[config.mk]
export PLATFORM = sky130hd
export DESIGN_NAME = fetch_stage
export DESIGN_NICKNAME = d
export VERILOG_FILES = /design/src/source/fetch_pkg.sv /design/src/source/pc_gen.sv /design/src/source/fetch_ctrl.sv /design/src/source/icache.sv /design/src/source/branch_predictor.sv /design/src/source/pipe_reg.sv /design/src/source/fetch_stage.sv
export VERILOG_INCLUDE_DIRS = /design/src /design/src/source
export SDC_FILE = /design/constraint.sdc
export NUM_CORES = 2
export LEC_CHECK = 0
export ABC_AREA = 1
export BUFFER_PORTS_ARGS = -buffer_cell sky130_fd_sc_hd__buf_2
export CAP_MARGIN = 20
export CORE_MARGIN = 10
export CORE_UTILIZATION = 60
export DETAILED_ROUTE_END_ITERATION = 6
export PLACE_DENSITY_LB_ADDON = 0.08
export REMOVE_ABC_BUFFERS = 1
export SYNTH_ARGS = -nofsm -noshare
export SYNTH_HDL_FRONTEND = slang
export SYNTH_SLANG_ARGS = --single-unit
[constraint.sdc]
create_clock -name clk_i -period 5 [get_ports clk_i]
set_input_delay 0.25 -clock clk_i [delete_from_list [all_inputs] [get_ports clk_i]]
set_output_delay 0.25 -clock clk_i [all_outputs]
set_load 0.02 [all_outputs]
[src/source/fetch_macros.svh]
//////////////////////////////////////////////////
// Default sizes and constants of the fetch stage.
// Reset vector, BTB and BHT depths, cache lines
// and the sequential instruction step.
//////////////////////////////////////////////////

`ifndef FETCH_MACROS_SVH
`define FETCH_MACROS_SVH

// First PC after reset.
`define FETCH_RESET_VECTOR 32'h0000_0000

// Predictor and cache depths, all powers of two.
`define FETCH_BTB_ENTRIES  16
`define FETCH_BHT_ENTRIES  64
`define FETCH_ICACHE_LINES 32

// Sequential step, no compressed instructions.
`define FETCH_INSTR_BYTES  4

`endif

[src/source/fetch_pkg.sv]
//////////////////////////////////////////////////
// Shared types of the fetch stage.
// Address and word, IF/ID payload, prediction
// and the refill states.
//////////////////////////////////////////////////

package fetch_pkg;

    // Byte address and instruction word.
    typedef logic [31:0] addr_t;
    typedef logic [31:0] word_t;

    // Payload handed to Decode.
    typedef struct packed {
        addr_t pc;
        word_t instr;
        logic  fault;
    } if_id_t;

    // Prediction made for the fetched instruction.
    typedef struct packed {
        logic  taken;
        addr_t target;
        logic  hit;
    } bp_pred_t;

    // Refill FSM states.
    typedef enum logic [1:0] {LOOKUP, REQ, WAIT} fetch_state_e;

endpackage

[src/source/pc_gen.sv]
//////////////////////////////////////////////////
// Program counter register.
// Next PC by priority: redirect, prediction, +4.
//////////////////////////////////////////////////

`include "fetch_macros.svh"

module pc_gen
    import fetch_pkg::*;
#(
    parameter addr_t RESET_VECTOR = `FETCH_RESET_VECTOR
) (
    input  logic  clk_i,
    input  logic  rst_ni,
    input  logic  advance_i,
    input  logic  redirect_i,
    input  addr_t redirect_target_i,
    input  logic  pred_taken_i,
    input  addr_t pred_target_i,
    output addr_t pc_o
);

    addr_t pc_q;
    addr_t pc_d;

    // Redirect wins, then a predicted taken branch.
    // The prediction already carries the BTB hit.
    always_comb begin
        if (redirect_i) begin
            pc_d = redirect_target_i;
        end else if (pred_taken_i) begin
            pc_d = pred_target_i;
        end else begin
            pc_d = pc_q + addr_t'(`FETCH_INSTR_BYTES);
        end
    end

    // A redirect loads even while the stage waits or stalls.
    always_ff @(posedge clk_i or negedge rst_ni) begin
        if (!rst_ni) begin
            pc_q <= RESET_VECTOR;
        end else if (redirect_i || advance_i) begin
            pc_q <= pc_d;
        end
    end

    assign pc_o = pc_q;

    // Targets from redirects and the BTB must keep the PC on word boundaries.
    a_pc_aligned: assert property (@(posedge clk_i) disable iff (!rst_ni)
        pc_o[1:0] == 2'b00);

endmodule

[src/source/fetch_ctrl.sv]
//////////////////////////////////////////////////
// Refill FSM of the instruction cache.
// Turns a miss into a memory request, a fill and
// a delivery towards Decode.
//////////////////////////////////////////////////

module fetch_ctrl
    import fetch_pkg::*;
(
    input  logic  clk_i,
    input  logic  rst_ni,
    input  addr_t pc_i,
    input  logic  hit_i,
    input  logic  stall_i,
    input  logic  redirect_i,
    output logic  req_valid_o,
    input  logic  req_ready_i,
    output addr_t req_addr_o,
    input  logic  rsp_valid_i,
    input  logic  rsp_error_i,
    output logic  rsp_ready_o,
    output logic  fetch_valid_o,
    output logic  advance_o,
    output logic  fault_o,
    output logic  fill_o,
    output addr_t fill_addr_o
);

    fetch_state_e state_q;
    fetch_state_e state_d;
    addr_t        miss_addr_q;
    logic         drop_q;
    logic         rsp_take;
    logic         deliver;

    // Response accepted; always ready while waiting.
    assign rsp_take = (state_q == WAIT) && rsp_valid_i;

    // Old-path data still fills but never reaches Decode.
    assign deliver  = rsp_take && !drop_q && !redirect_i;

    //////////////////////////////////////////////////
    // State transitions
    //////////////////////////////////////////////////

    always_comb begin
        state_d = state_q;
        unique case (state_q)
            LOOKUP: begin
                // No refill for a PC that is being replaced.
                if (!hit_i && !redirect_i) begin
                    state_d = REQ;
                end
            end
            REQ: begin
                if (req_ready_i) begin
                    state_d = WAIT;
                end
            end
            WAIT: begin
                if (rsp_valid_i) begin
                    state_d = LOOKUP;
                end
            end
            default: begin
                state_d = LOOKUP;
            end
        endcase
    end

    always_ff @(posedge clk_i or negedge rst_ni) begin
        if (!rst_ni) begin
            state_q <= LOOKUP;
            drop_q  <= 1'b0;
        end else begin
            state_q <= state_d;
            // Remember a redirect seen while the refill is open.
            if (state_q == LOOKUP) begin
                drop_q <= 1'b0;
            end else if (redirect_i) begin
                drop_q <= 1'b1;
            end
        end
    end

    // Miss address, held through REQ and WAIT.
    always_ff @(posedge clk_i) begin
        if (state_q == LOOKUP) begin
            miss_addr_q <= pc_i;
        end
    end

    //////////////////////////////////////////////////
    // Outputs
    //////////////////////////////////////////////////

    assign req_valid_o   = (state_q == REQ);
    assign req_addr_o    = miss_addr_q;
    assign rsp_ready_o   = (state_q == WAIT);

    // Error responses are never cached.
    assign fill_o        = rsp_take && !rsp_error_i;
    assign fill_addr_o   = miss_addr_q;

    assign fetch_valid_o = ((state_q == LOOKUP) && hit_i && !redirect_i) || deliver;
    assign fault_o       = deliver && rsp_error_i;
    assign advance_o     = fetch_valid_o && !stall_i;

    // A pending request keeps its address until the memory takes it.
    a_req_stable: assert property (@(posedge clk_i) disable iff (!rst_ni)
        req_valid_o && !req_ready_i |=> req_valid_o && $stable(req_addr_o));

    // A response outside the WAIT window would be lost.
    a_rsp_window: assert property (@(posedge clk_i) disable iff (!rst_ni)
        rsp_valid_i |-> rsp_ready_o);

endmodule

[src/source/icache.sv]
//////////////////////////////////////////////////
// Direct-mapped instruction cache, one-word lines.
// Combinational lookup, single-line fill with
// bypass, and invalidate of all lines.
//////////////////////////////////////////////////

`include "fetch_macros.svh"

module icache
    import fetch_pkg::*;
#(
    parameter int unsigned LINES = `FETCH_ICACHE_LINES
) (
    input  logic  clk_i,
    input  logic  rst_ni,
    input  addr_t pc_i,
    output logic  hit_o,
    output word_t instr_o,
    input  logic  fill_i,
    input  addr_t fill_addr_i,
    input  word_t fill_data_i,
    input  logic  invalidate_i
);

    localparam int unsigned IDX_W = $clog2(LINES);
    localparam int unsigned TAG_W = 32 - IDX_W - 2;

    logic [LINES-1:0] valid_q;
    logic [TAG_W-1:0] tag_q [LINES];
    word_t            data_q [LINES];

    logic [IDX_W-1:0] rd_idx;
    logic [IDX_W-1:0] wr_idx;
    logic [TAG_W-1:0] rd_tag;
    logic [TAG_W-1:0] wr_tag;
    logic             bypass;

    // Word address bits select the line, the rest is tag.
    assign rd_idx = pc_i[IDX_W+1:2];
    assign rd_tag = pc_i[31:IDX_W+2];
    assign wr_idx = fill_addr_i[IDX_W+1:2];
    assign wr_tag = fill_addr_i[31:IDX_W+2];

    // Fill word goes straight out in the fill cycle.
    assign bypass  = fill_i && (fill_addr_i == pc_i);
    assign hit_o   = bypass || (valid_q[rd_idx] && (tag_q[rd_idx] == rd_tag));
    assign instr_o = bypass ? fill_data_i : data_q[rd_idx];

    // Invalidate takes priority over a fill in the same cycle.
    always_ff @(posedge clk_i or negedge rst_ni) begin
        if (!rst_ni) begin
            valid_q <= '0;
        end else if (invalidate_i) begin
            valid_q <= '0;
        end else if (fill_i) begin
            valid_q[wr_idx] <= 1'b1;
        end
    end

    always_ff @(posedge clk_i) begin
        if (fill_i) begin
            tag_q[wr_idx]  <= wr_tag;
            data_q[wr_idx] <= fill_data_i;
        end
    end

endmodule

[src/source/branch_predictor.sv]
//////////////////////////////////////////////////
// Branch predictor for the fetch stage.
// Direct-mapped BTB plus a table of 2-bit
// saturating counters, updated from Execute.
//////////////////////////////////////////////////

`include "fetch_macros.svh"

module branch_predictor
    import fetch_pkg::*;
#(
    parameter int unsigned BTB_ENTRIES = `FETCH_BTB_ENTRIES,
    parameter int unsigned BHT_ENTRIES = `FETCH_BHT_ENTRIES
) (
    input  logic  clk_i,
    input  logic  rst_ni,
    input  addr_t pc_i,
    output logic  pred_taken_o,
    output addr_t pred_target_o,
    output logic  hit_o,
    input  logic  upd_valid_i,
    input  addr_t upd_pc_i,
    input  logic  upd_taken_i,
    input  addr_t upd_target_i,
    input  logic  upd_is_branch_i
);

    localparam int unsigned BTB_IDX_W = $clog2(BTB_ENTRIES);
    localparam int unsigned BTB_TAG_W = 32 - BTB_IDX_W - 2;
    localparam int unsigned BHT_IDX_W = $clog2(BHT_ENTRIES);

    logic [BTB_ENTRIES-1:0] btb_valid_q;
    logic [BTB_TAG_W-1:0]   btb_tag_q [BTB_ENTRIES];
    addr_t                  btb_target_q [BTB_ENTRIES];
    logic [1:0]             bht_q [BHT_ENTRIES];

    logic [BTB_IDX_W-1:0] rd_btb_idx;
    logic [BTB_IDX_W-1:0] upd_btb_idx;
    logic [BTB_TAG_W-1:0] rd_tag;
    logic [BTB_TAG_W-1:0] upd_tag;
    logic [BHT_IDX_W-1:0] rd_bht_idx;
    logic [BHT_IDX_W-1:0] upd_bht_idx;

    assign rd_btb_idx  = pc_i[BTB_IDX_W+1:2];
    assign rd_tag      = pc_i[31:BTB_IDX_W+2];
    assign rd_bht_idx  = pc_i[BHT_IDX_W+1:2];
    assign upd_btb_idx = upd_pc_i[BTB_IDX_W+1:2];
    assign upd_tag     = upd_pc_i[31:BTB_IDX_W+2];
    assign upd_bht_idx = upd_pc_i[BHT_IDX_W+1:2];

    //////////////////////////////////////////////////
    // Prediction
    //////////////////////////////////////////////////

    assign hit_o         = btb_valid_q[rd_btb_idx] && (btb_tag_q[rd_btb_idx] == rd_tag);
    // Counter high bit, only trusted with a known target.
    assign pred_taken_o  = hit_o && bht_q[rd_bht_idx][1];
    assign pred_target_o = btb_target_q[rd_btb_idx];

    //////////////////////////////////////////////////
    // Update
    //////////////////////////////////////////////////

    // Counters start weakly not taken.
    always_ff @(posedge clk_i or negedge rst_ni) begin
        if (!rst_ni) begin
            for (int i = 0; i < BHT_ENTRIES; i++) begin
                bht_q[i] <= 2'b01;
            end
        end else if (upd_valid_i && upd_is_branch_i) begin
            if (upd_taken_i && (bht_q[upd_bht_idx] != 2'b11)) begin
                bht_q[upd_bht_idx] <= bht_q[upd_bht_idx] + 2'b01;
            end else if (!upd_taken_i && (bht_q[upd_bht_idx] != 2'b00)) begin
                bht_q[upd_bht_idx] <= bht_q[upd_bht_idx] - 2'b01;
            end
        end
    end

    // Taken updates allocate or refresh a BTB entry.
    always_ff @(posedge clk_i or negedge rst_ni) begin
        if (!rst_ni) begin
            btb_valid_q <= '0;
        end else if (upd_valid_i && upd_taken_i) begin
            btb_valid_q[upd_btb_idx] <= 1'b1;
        end
    end

    always_ff @(posedge clk_i) begin
        if (upd_valid_i && upd_taken_i) begin
            btb_tag_q[upd_btb_idx]    <= upd_tag;
            btb_target_q[upd_btb_idx] <= upd_target_i;
        end
    end

endmodule

[src/source/pipe_reg.sv]
//////////////////////////////////////////////////
// Stage register with stall and flush, generic
// over its payload type.
//////////////////////////////////////////////////

module pipe_reg #(
    parameter type T = logic
) (
    input  logic clk_i,
    input  logic rst_ni,
    input  T     d_i,
    input  logic valid_i,
    input  logic stall_i,
    input  logic flush_i,
    output T     q_o,
    output logic valid_o
);

    T     q_q;
    logic valid_q;

    // Stall holds, flush empties the stage.
    always_ff @(posedge clk_i or negedge rst_ni) begin
        if (!rst_ni) begin
            valid_q <= 1'b0;
        end else if (!stall_i) begin
            valid_q <= flush_i ? 1'b0 : valid_i;
        end
    end

    always_ff @(posedge clk_i) begin
        if (!stall_i) begin
            q_q <= flush_i ? T'('0) : d_i;
        end
    end

    assign q_o     = q_q;
    assign valid_o = valid_q;

endmodule

[src/source/fetch_stage.sv]
//////////////////////////////////////////////////
// Instruction fetch stage, top level.
// PC, predictor, cache, refill FSM and the IF/ID
// registers towards Decode.
//////////////////////////////////////////////////

`include "fetch_macros.svh"

module fetch_stage
    import fetch_pkg::*;
#(
    parameter addr_t       RESET_VECTOR = `FETCH_RESET_VECTOR,
    parameter int unsigned BTB_ENTRIES  = `FETCH_BTB_ENTRIES,
    parameter int unsigned BHT_ENTRIES  = `FETCH_BHT_ENTRIES,
    parameter int unsigned ICACHE_LINES = `FETCH_ICACHE_LINES
) (
    input  logic  clk_i,
    input  logic  rst_ni,
    // Hazard controls and redirect.
    input  logic  stall_i,
    input  logic  flush_i,
    input  logic  redirect_i,
    input  addr_t redirect_target_i,
    // Predictor update from Execute.
    input  logic  bp_upd_valid_i,
    input  addr_t bp_upd_pc_i,
    input  logic  bp_upd_taken_i,
    input  addr_t bp_upd_target_i,
    input  logic  bp_upd_is_branch_i,
    // Memory request and response.
    output logic  req_valid_o,
    input  logic  req_ready_i,
    output addr_t req_addr_o,
    input  logic  rsp_valid_i,
    input  word_t rsp_data_i,
    input  logic  rsp_error_i,
    output logic  rsp_ready_o,
    // Towards Decode.
    output logic  if_id_valid_o,
    output addr_t if_id_pc_o,
    output word_t if_id_instr_o,
    output logic  if_id_fault_o,
    output logic  pred_taken_o,
    output addr_t pred_target_o,
    output addr_t pc_o
);

    addr_t    pc;
    logic     ic_hit;
    word_t    ic_instr;
    logic     bp_taken;
    addr_t    bp_target;
    logic     bp_hit;
    logic     fetch_valid;
    logic     advance;
    logic     fault;
    logic     fill;
    addr_t    fill_addr;
    if_id_t   if_id_d;
    if_id_t   if_id_q;
    bp_pred_t pred_d;
    bp_pred_t pred_q;
    logic     pred_valid;

    pc_gen #(
        .RESET_VECTOR(RESET_VECTOR)
    ) u_pc_gen (
        .clk_i            (clk_i),
        .rst_ni           (rst_ni),
        .advance_i        (advance),
        .redirect_i       (redirect_i),
        .redirect_target_i(redirect_target_i),
        .pred_taken_i     (bp_taken),
        .pred_target_i    (bp_target),
        .pc_o             (pc)
    );

    fetch_ctrl u_fetch_ctrl (
        .clk_i        (clk_i),
        .rst_ni       (rst_ni),
        .pc_i         (pc),
        .hit_i        (ic_hit),
        .stall_i      (stall_i),
        .redirect_i   (redirect_i),
        .req_valid_o  (req_valid_o),
        .req_ready_i  (req_ready_i),
        .req_addr_o   (req_addr_o),
        .rsp_valid_i  (rsp_valid_i),
        .rsp_error_i  (rsp_error_i),
        .rsp_ready_o  (rsp_ready_o),
        .fetch_valid_o(fetch_valid),
        .advance_o    (advance),
        .fault_o      (fault),
        .fill_o       (fill),
        .fill_addr_o  (fill_addr)
    );

    // Flush also drops every cached line.
    icache #(
        .LINES(ICACHE_LINES)
    ) u_icache (
        .clk_i       (clk_i),
        .rst_ni      (rst_ni),
        .pc_i        (pc),
        .hit_o       (ic_hit),
        .instr_o     (ic_instr),
        .fill_i      (fill),
        .fill_addr_i (fill_addr),
        .fill_data_i (rsp_data_i),
        .invalidate_i(flush_i)
    );

    branch_predictor #(
        .BTB_ENTRIES(BTB_ENTRIES),
        .BHT_ENTRIES(BHT_ENTRIES)
    ) u_branch_predictor (
        .clk_i          (clk_i),
        .rst_ni         (rst_ni),
        .pc_i           (pc),
        .pred_taken_o   (bp_taken),
        .pred_target_o  (bp_target),
        .hit_o          (bp_hit),
        .upd_valid_i    (bp_upd_valid_i),
        .upd_pc_i       (bp_upd_pc_i),
        .upd_taken_i    (bp_upd_taken_i),
        .upd_target_i   (bp_upd_target_i),
        .upd_is_branch_i(bp_upd_is_branch_i)
    );

    ///////////////////////////////////////////////////
    // IF/ID registers
    ///////////////////////////////////////////////////

    // Faulted entries carry no instruction bits.
    assign if_id_d.pc     = pc;
    assign if_id_d.instr  = fault ? word_t'(0) : ic_instr;
    assign if_id_d.fault  = fault;

    assign pred_d.taken   = bp_taken;
    assign pred_d.target  = bp_target;
    assign pred_d.hit     = bp_hit;

    pipe_reg #(
        .T(if_id_t)
    ) u_if_id_reg (
        .clk_i  (clk_i),
        .rst_ni (rst_ni),
        .d_i    (if_id_d),
        .valid_i(fetch_valid),
        .stall_i(stall_i),
        .flush_i(flush_i),
        .q_o    (if_id_q),
        .valid_o(if_id_valid_o)
    );

    pipe_reg #(
        .T(bp_pred_t)
    ) u_pred_reg (
        .clk_i  (clk_i),
        .rst_ni (rst_ni),
        .d_i    (pred_d),
        .valid_i(fetch_valid),
        .stall_i(stall_i),
        .flush_i(flush_i),
        .q_o    (pred_q),
        .valid_o(pred_valid)
    );

    assign if_id_pc_o    = if_id_q.pc;
    assign if_id_instr_o = if_id_q.instr;
    assign if_id_fault_o = if_id_q.fault;
    // Prediction only counts alongside a valid entry.
    assign pred_taken_o  = pred_valid && pred_q.taken;
    assign pred_target_o = pred_q.target;
    assign pc_o          = pc;

endmodule

After elaboration in Yosys (flattened, before gate mapping)
Memory sizes are Yosys's and may differ from the RTL's.
Cells that the tools add are included.
{ "classes": {"addsub": 3, "mul": 0, "n_div": 0, "n_lt_le_gt_ge": 9, "n_eq_ne": 9, "n_shift": 0, "mux": 36, "n_bitwise": 4, "reduce_logical": 38} }
{ "ops": {"columns": ["op", "n"], "rows": [
  ["bitwise mux 128 bit", 2],
  ["two-way mux 128 bit", 2],
  ["two-way mux 32 bit", 5],
  ["adder 32 x 3 -> 32 bit (second input constant)", 1],
  ["equality test 32 bit", 1],
  ["bitwise OR 32 bit", 1],
  ["equality test 26 bit", 1],
  ["equality test 25 bit", 1],
  ["binary-select mux 2 bit (select 6 bit)", 2],
  ["logical AND 1 bit", 21],
  ["two-way mux 2 bit", 8],
  ["bitwise OR 16 bit", 1],
  ["greater-or-equal comparator 7 bit (second input constant)", 2],
  ["inverter 6 -> 7 bit", 2],
  ["demux 2 bit (select 6 bit)", 1],
  ["less-than comparator 5 x 6 -> 1 bit (second input constant)", 2],
  ["two-way mux 1 bit", 11],
  ["less-than comparator 4 x 5 -> 1 bit (second input constant)", 2],
  ["nonzero test 2 bit", 4],
  ["less-than comparator 7 x 1 -> 1 bit (second input constant)", 1],
  ["zero test 1 bit", 6],
  ["one-hot mux 2 bit (3 select lines)", 1],
  ["binary-select mux 1 bit (select 5 bit)", 1],
  ["demux 1 bit (select 5 bit)", 1],
  ["other kinds (15)", 19]
]} }
{ "word_totals": {"reg_bits": 342, "latch_bits": 0, "ramBits": 2752, "rom_bits": 0, "inputBits": 139, "out_inout_bits": 165, "wordCells": 179, "mem_count": 4} }
{ "memory_table": {"columns": ["name", "words", "word_bits", "rd", "rd_clocked_by_memory_dff", "wr", "line", "text"], "rows": [
  ["u_icache.data_q", 32, 32, 1, 0, 1, "icache.sv:30", "word_t data_q [LINES];"],
  ["u_icache.tag_q", 32, 25, 1, 0, 1, "icache.sv:29", "logic [TAG_W-1:0] tag_q [LINES];"],
  ["u_branch_predictor.btb_target_q", 16, 32, 1, 0, 1, "branch_predictor.sv:34", "addr_t btb_target_q [BTB_ENTRIES];"],
  ["u_branch_predictor.btb_tag_q", 16, 26, 1, 0, 1, "branch_predictor.sv:33", "logic [BTB_TAG_W-1:0] btb_tag_q [BTB_ENTRIES];"]
]} }

Logic depth before layout (Yosys ltp)
{ "logic_depth": {"depth_word": 10, "ltp_mapped": 28, "ltp_nobuf": 24} }

Hierarchy
A second synthesis with hierarchy kept.
{ "hier_totals": {"hier_cells": 11051, "hier_area_um2": 128298.0} }
{ "modules_own_cells": {"columns": ["module", "instances", "cells_per_inst", "area_each_um2", "seq_area_each_um2"], "rows": [
  ["icache", 1, 6093, 74848.0, 55573.3],
  ["branch_predictor", 1, 4067, 45140.8, 31550.3],
  ["pc_gen", 1, 413, 2723.9, 800.8],
  ["pipe_reg at u_if_id_reg", 1, 208, 2547.4, 1976.9],
  ["fetch_ctrl", 1, 89, 1385.1, 1036.0],
  ["pipe_reg at u_pred_reg", 1, 112, 1371.3, 1046.0],
  ["fetch_stage", 1, 69, 281.5, 0.0]
]} }

Worst setup path after synthesis
No wires, ideal clock.
{ "synth_timing": {"path_kind": "input to register", "from": "input port bp_upd_pc_i[2]", "to": "memory u_branch_predictor.btb_tag_q[13][0] in the netlist's numbering, enable pin", "setup_ps": 474, "t_arrival_ps": 3941, "required_time_ps": 4526, "setup_slack_ps": 585, "stages": 7, "n_path_buf": 1, "cell_sequence": "inv_1 -> nor2_1 -> clkinv_1 -> clkbuf_1 -> nor2_1 -> inv_1 -> nor2_1"} }
{ "synth_rtl": {"columns": ["item", "line", "text"], "rows": [
  ["start, declared", "fetch_stage.sv:26", "input addr_t bp_upd_pc_i,"],
  ["end, declared", "branch_predictor.sv:33", null]
]} }
Straight into the memory's write port.

Worst setup path in the final report
{ "layout_timing": {"from": "register u_pc_gen.pc_q[2], in the netlist u_pc_gen.pc_o[2]", "to": "register u_pc_gen.pc_q[0], in the netlist u_pc_gen.pc_o[0]"} }
{ "layout_via": {"elab_chain_cells": 9, "word_cells_on_any_way": 26, "classes_between": "eq/ne (3); mux (9); bitwise (1); reduce/logical (10); memory (3)"} }
{ "layout_lines": {"columns": ["item", "line", "text"], "rows": [
  ["start, declared", "pc_gen.sv:23", "addr_t pc_q;"],
  ["start signal, assigned", "pc_gen.sv:43", "pc_q <= pc_d;"],
  ["memory (32 x 25 bit) or binary-select mux 1 bit (select 5 bit) (tied branches)", null, null],
  ["equality test 25 bit or two-way mux 1 bit (tied branches)", "icache.sv:46", "assign hit_o = bypass || (valid_q[rd_idx] && (tag_q[rd_idx] == rd_tag));"],
  ["logical AND 1 bit", "icache.sv:46", null],
  ["logical OR 1 bit", "icache.sv:46", null],
  ["logical AND 1 bit (2 in a row)", "fetch_ctrl.sv:105", "assign fetch_valid_o = ((state_q == LOOKUP) && hit_i && !redirect_i) || deliver;"],
  ["logical OR 1 bit", "fetch_ctrl.sv:105", null],
  ["logical AND 1 bit", "fetch_ctrl.sv:107", "assign advance_o = fetch_valid_o && !stall_i;"],
  ["logical OR 1 bit", "pc_gen.sv:42", "end else if (redirect_i || advance_i) begin"]
]} }
Several ways; a longest one is shown, not always the timed one. The select of a mux whose other input is x is not followed.
A chain may end at the register's enable or synchronous reset.

==> metrics.md <==
| Metric | Value |
|---|---|
| Switch Pwr | 17900 uW |
| Die width | approximately 480 um |
| Switch share | 0.282 |
| Async set-or-reset flop fraction in the synthesized netlist | 0.0685 |
| Total grt overflow | 0 |
| Worst Max-Slew Pin Slew | 1.26 ns |
| Syn avg cell area | approximately 12 um^2 |
| Cell taking the most area after synthesis | edfxtp_1 |
| Final count of hold timing violations | 0 |
| Clock transition at path regs | 0.06 ns |
| Post-synthesis mux area share | 0 |
| Reg2Reg Setup Slack | 0.23 ns |
| Global-route wire length before repair | about 550000 um |
| CP max-delay cell | dfrtp_4 |
| Setup Fix Bufs, Post-CTS | 0 |
| Max-slew headroom | 0.162 |
| Mapped Area | 126000 um^2 |
| Min-Delay Path Depth | 3 |
| FF-to-FF Start | u_pc_gen.pc_o[2]$_DFFE_PN0P_ |
| # fillers | approximately 15k |
| Failing checks | design-rule violations |
| Share of cells above drive strength 1 | 0.107 |
| Netlist cell types | 54 |
| Top layer in use | met5 |
| Synth Area in Simple Gates | 0.124 |
| CTS resizes | 0 |
| Largest net degree at the start of global routing | 212 |
| Vias in the first global route | 82.5k |
| Via density | 6.32 |
| Pint | 45700 uW |
| Tightest Hold Check Type | input pin to register |
| Crit path time final | 4.77 ns |
| Area contributors post-synth | edfxtp_1 (69%), o21ai_0 (5.5%), nor2_1 (5.2%) |
| Mapped Cells | between 10k and 15k |
| Final setup violation count | 0 |
| Max Cap Viol | 0 |
| Fmax | roughly 210 MHz |
| CP dominant cell by count | nand2_1 |
| Post-Layout Cell Count | 13.8k |
| Die Height | 478 um |
| Hold path start | req_ready_i |
| Wl on met1 | 143000 um |
| EDFF count, synth | approximately 2.9k |
| Starting DRT DRC Count | 11.4k |
| Synth Area in Compound Gates | 0.105 |
| Seq pwr share | 0.477 |
| RSZ-0062 raised after global routing | no |
| Crit-path cells | clkinv_16 -> a21oi_1 -> o21ai_0 -> nand2_1 -> nor2_1 -> nor2_1 -> nor2_1 -> nor2_1 -> nand2_1 -> nor2_1 -> nand3_1 -> nor2_1 -> nand2_1 -> nand2_1 -> nand2_1 -> nand2_1 -> nand2_2 -> nand2_2 -> nand3_1 -> nand2_1 |
| Synth top area share | 0.686 |
| Placed Cells | roughly 13k |
| Cells on worst reg2reg path | 20 |
| Clk pwr share | 0.357 |
| CTS max path bufs | 4 |
| Clock H-tree levels | 5 |
| Routed WL | ~380000 um |
| Status | finished, violations left |
| Kind of critical path | register to register |
| Post-DP HPWL | approximately 200000 um |
| Starting density of the core | 0.602 |
| Clk Latency, worst-skew pair | ~0.99 ns |
| Pins over their slew limit | 0 |
| GP Congestion | 0.972 |
| Final net count | roughly 11k |
| Final Cycle Share | 0.955 |
| Smallest hold slack | 0.0682 ns |
| Layout area overhead | 12.9% |
| Via Count | approximately 87k |
| Crit Path Max Fanout | 190 |
| Crit end category | register |
| Crit path launch type | register |
| IO Pins | 304 |
| First drt pass iteration count | 7 |
| DR WL met3 | 38300 um |
| Hold-fix buffers, CTS | approximately 150 |
| Met2 WL post-DR | 178000 um |
| Critical path's largest stage delay | 0.78 ns |
| Worst Hold End | u_fetch_ctrl.state_q[0]$_DFFE_PN0P_ |
| Worst R2R End | u_pc_gen.pc_o[0]$_DFFE_PN0P_ |
| Tot GR Track Use | 0.321 |
| Clock buffer count from CTS | around 330 |
| Port Buffers | 301 |
| Static Leak | 0.0496 uW |
| Synth Flop Type | edfxtp_1 |
| Power, Total | 63600 uW |
| CTS tree | yes |
| Sequential area share after synthesis | 0.729 |
| Combinational share of power | 0.167 |
| Setup TNS | 0 ns |
| Clk sinks | 3094 |
| WL per Instance | 27.5 um |
| Synth Area in Adders | 0.000298 |
| Xor and xnor area share after synthesis | 0.00375 |
| Max VDD drop | 0.000456 V |
| Number of placement rows | 168 |
| Arr. time, crit path | 5.65 ns |
| DR DRC count | 13 |
| Final ANT Viol Nets | 0 |
| Critical Path RT | 5.88 ns |
| Core region area | between 200000 and 250000 um^2 |
| Max Clock Skew | approximately 0.057 ns |
| Largest family of logic cells by synthesized area | simple AND/OR/NAND/NOR gates |
| Number of synthesized register bits | 3094 |
| Placed cell area | ~130000 um^2 |
| YS warnings | 0 |
| Die area | 229000 um^2 |
| Initial antenna violation count | 16 |
| CTS Root Cell | clkbuf_16 |
| PD cells | 446 nW/um^2 |
| Post-route cell area | 142000 um^2 |
-- power groups by stage --
stage | registers, uW | logic, uW | clock network, uW
after CTS | 30300 | 10300 | 22800
after detailed placement | 30900 | 10200 | 0
after floorplan | 31900 | 5670 | 0
after global placement | 30900 | 9960 | 0
after global routing | 30300 | 11400 | 23900
final | 30300 | 10600 | 22700
-- routing by layer --
layer,vias up,track usage
met3,1007,0.0575
met2,5071,0.510
met5,-,0
li1,38066,-
met1,42929,0.433
met4,16,0.151
-- Yosys cell counts, drive strengths merged (13+ instances only) --
| cell | instances |
|---|---|
| nand4 | 28 |
| nor2 | 1752 |
| a221oi | 13 |
| nand3 | 506 |
| o22ai | 329 |
| buf | 347 |
| clkbuf | 358 |
| edfxtp | 2882 |
| o211ai | 111 |
| a22oi | 36 |
| nor3 | 21 |
| dfstp | 64 |
| nand3b | 15 |
| o221ai | 153 |
| o21ai | 1441 |
| a22o | 23 |
| inv | 306 |
| a31oi | 15 |
| a21oi | 162 |
| xor2 | 46 |
| nand2 | 1543 |
| dfrtp | 148 |
| or2 | 31 |
-- cell type report --
class                      count  area (um^2)  area share
sequential                  3094        91900       0.646
inverter                     315         1240     0.00873
antenna                       11         27.5    0.000193
clock buffer                 395         8460      0.0594
tap                         2805         3510      0.0246
timing repair buffer         715         6030      0.0424
clock inverter               156         1290     0.00908
multi-input combinational   6294        29900       0.210
-- cells in the final DEF (no fill, tap or decap), types with 64 or more instances in the layout --
master,n
o22ai_1,329
dlygate4sd3_1,150
clkbuf_16,326
buf_12,76
a21oi_1,161
nand2_1,1539
buf_2,299
nor2_1,1693
clkinv_1,80
dfstp_2,64
buf_4,185
inv_1,294
o21ai_0,1381
edfxtp_1,2882
nand3_1,503
dfrtp_1,144
clkbuf_1,65
o211ai_1,109
o221ai_1,153
-- kinds of logic after synthesis --
logic type | count (synthesis)
adders and majority gates | 3
and+or+nand+nor | 3914
AOI/OAI and AO/OA | 2323
xor gates and xnor gates | 54
DFF | 3094
buffers and inverters | 1020
-- worst max-delay path by stage --
stage,startpoint,to,slack [ns],depth (start not counted)
after detailed placement,bp_upd_pc_i[2],u_branch_predictor.bht_q[59]$_DFFE_PN0P_,0.42,20
after global routing,u_pc_gen.pc_o[2]$_DFFE_PN0P_,u_pc_gen.pc_o[0]$_DFFE_PN0P_,0.002,20
after floorplan,u_pc_gen.pc_o[2]$_DFFE_PN0P_,u_pc_gen.pc_o[30]$_DFFE_PN0P_,-49.41,17
after CTS,u_pc_gen.pc_o[2]$_DFFE_PN0P_,u_pc_gen.pc_o[0]$_DFFE_PN0P_,0.46,20
final,u_pc_gen.pc_o[2]$_DFFE_PN0P_,u_pc_gen.pc_o[0]$_DFFE_PN0P_,0.23,20
after global placement,u_pc_gen.pc_o[2]$_DFFE_PN0P_,u_pc_gen.pc_o[2]$_DFFE_PN0P_,0.48,20
-- state kept, by name, indices dropped and copies added, names as in the netlist, 33 cells and up, named ones only --
| name | count |
|---|---|
| u_icache.tag_q | 800 |
| u_branch_predictor.btb_target_q | 512 |
| u_branch_predictor.btb_tag_q | 416 |
| u_if_id_reg.q_o | 65 |
| u_branch_predictor.bht_q | 64 |
| u_pred_reg.q_o | 33 |
| u_icache.data_q | 1024 |
-- through the flow --
stage | worst slack (ns) | util
2_1_floorplan | -49.41 | -
3_3_place_gp | 0.479 | 0.626
3_5_place_dp | 0.423 | 0.626
4_1_cts | 0.463 | 0.680
5_1_grt | 0.00211 | 0.680
6_report | 0.227 | 0.680
-- critical path, delay by kind of cell, from the launching register on --
family	cells	cell delay (ns)
AOI/OAI and AO/OA	2	0.44
and+or+nand+nor	17	2.77
buffers and inverters	1	0.46
DFF	1	0.78
Power figures use the tool's default switching activity.
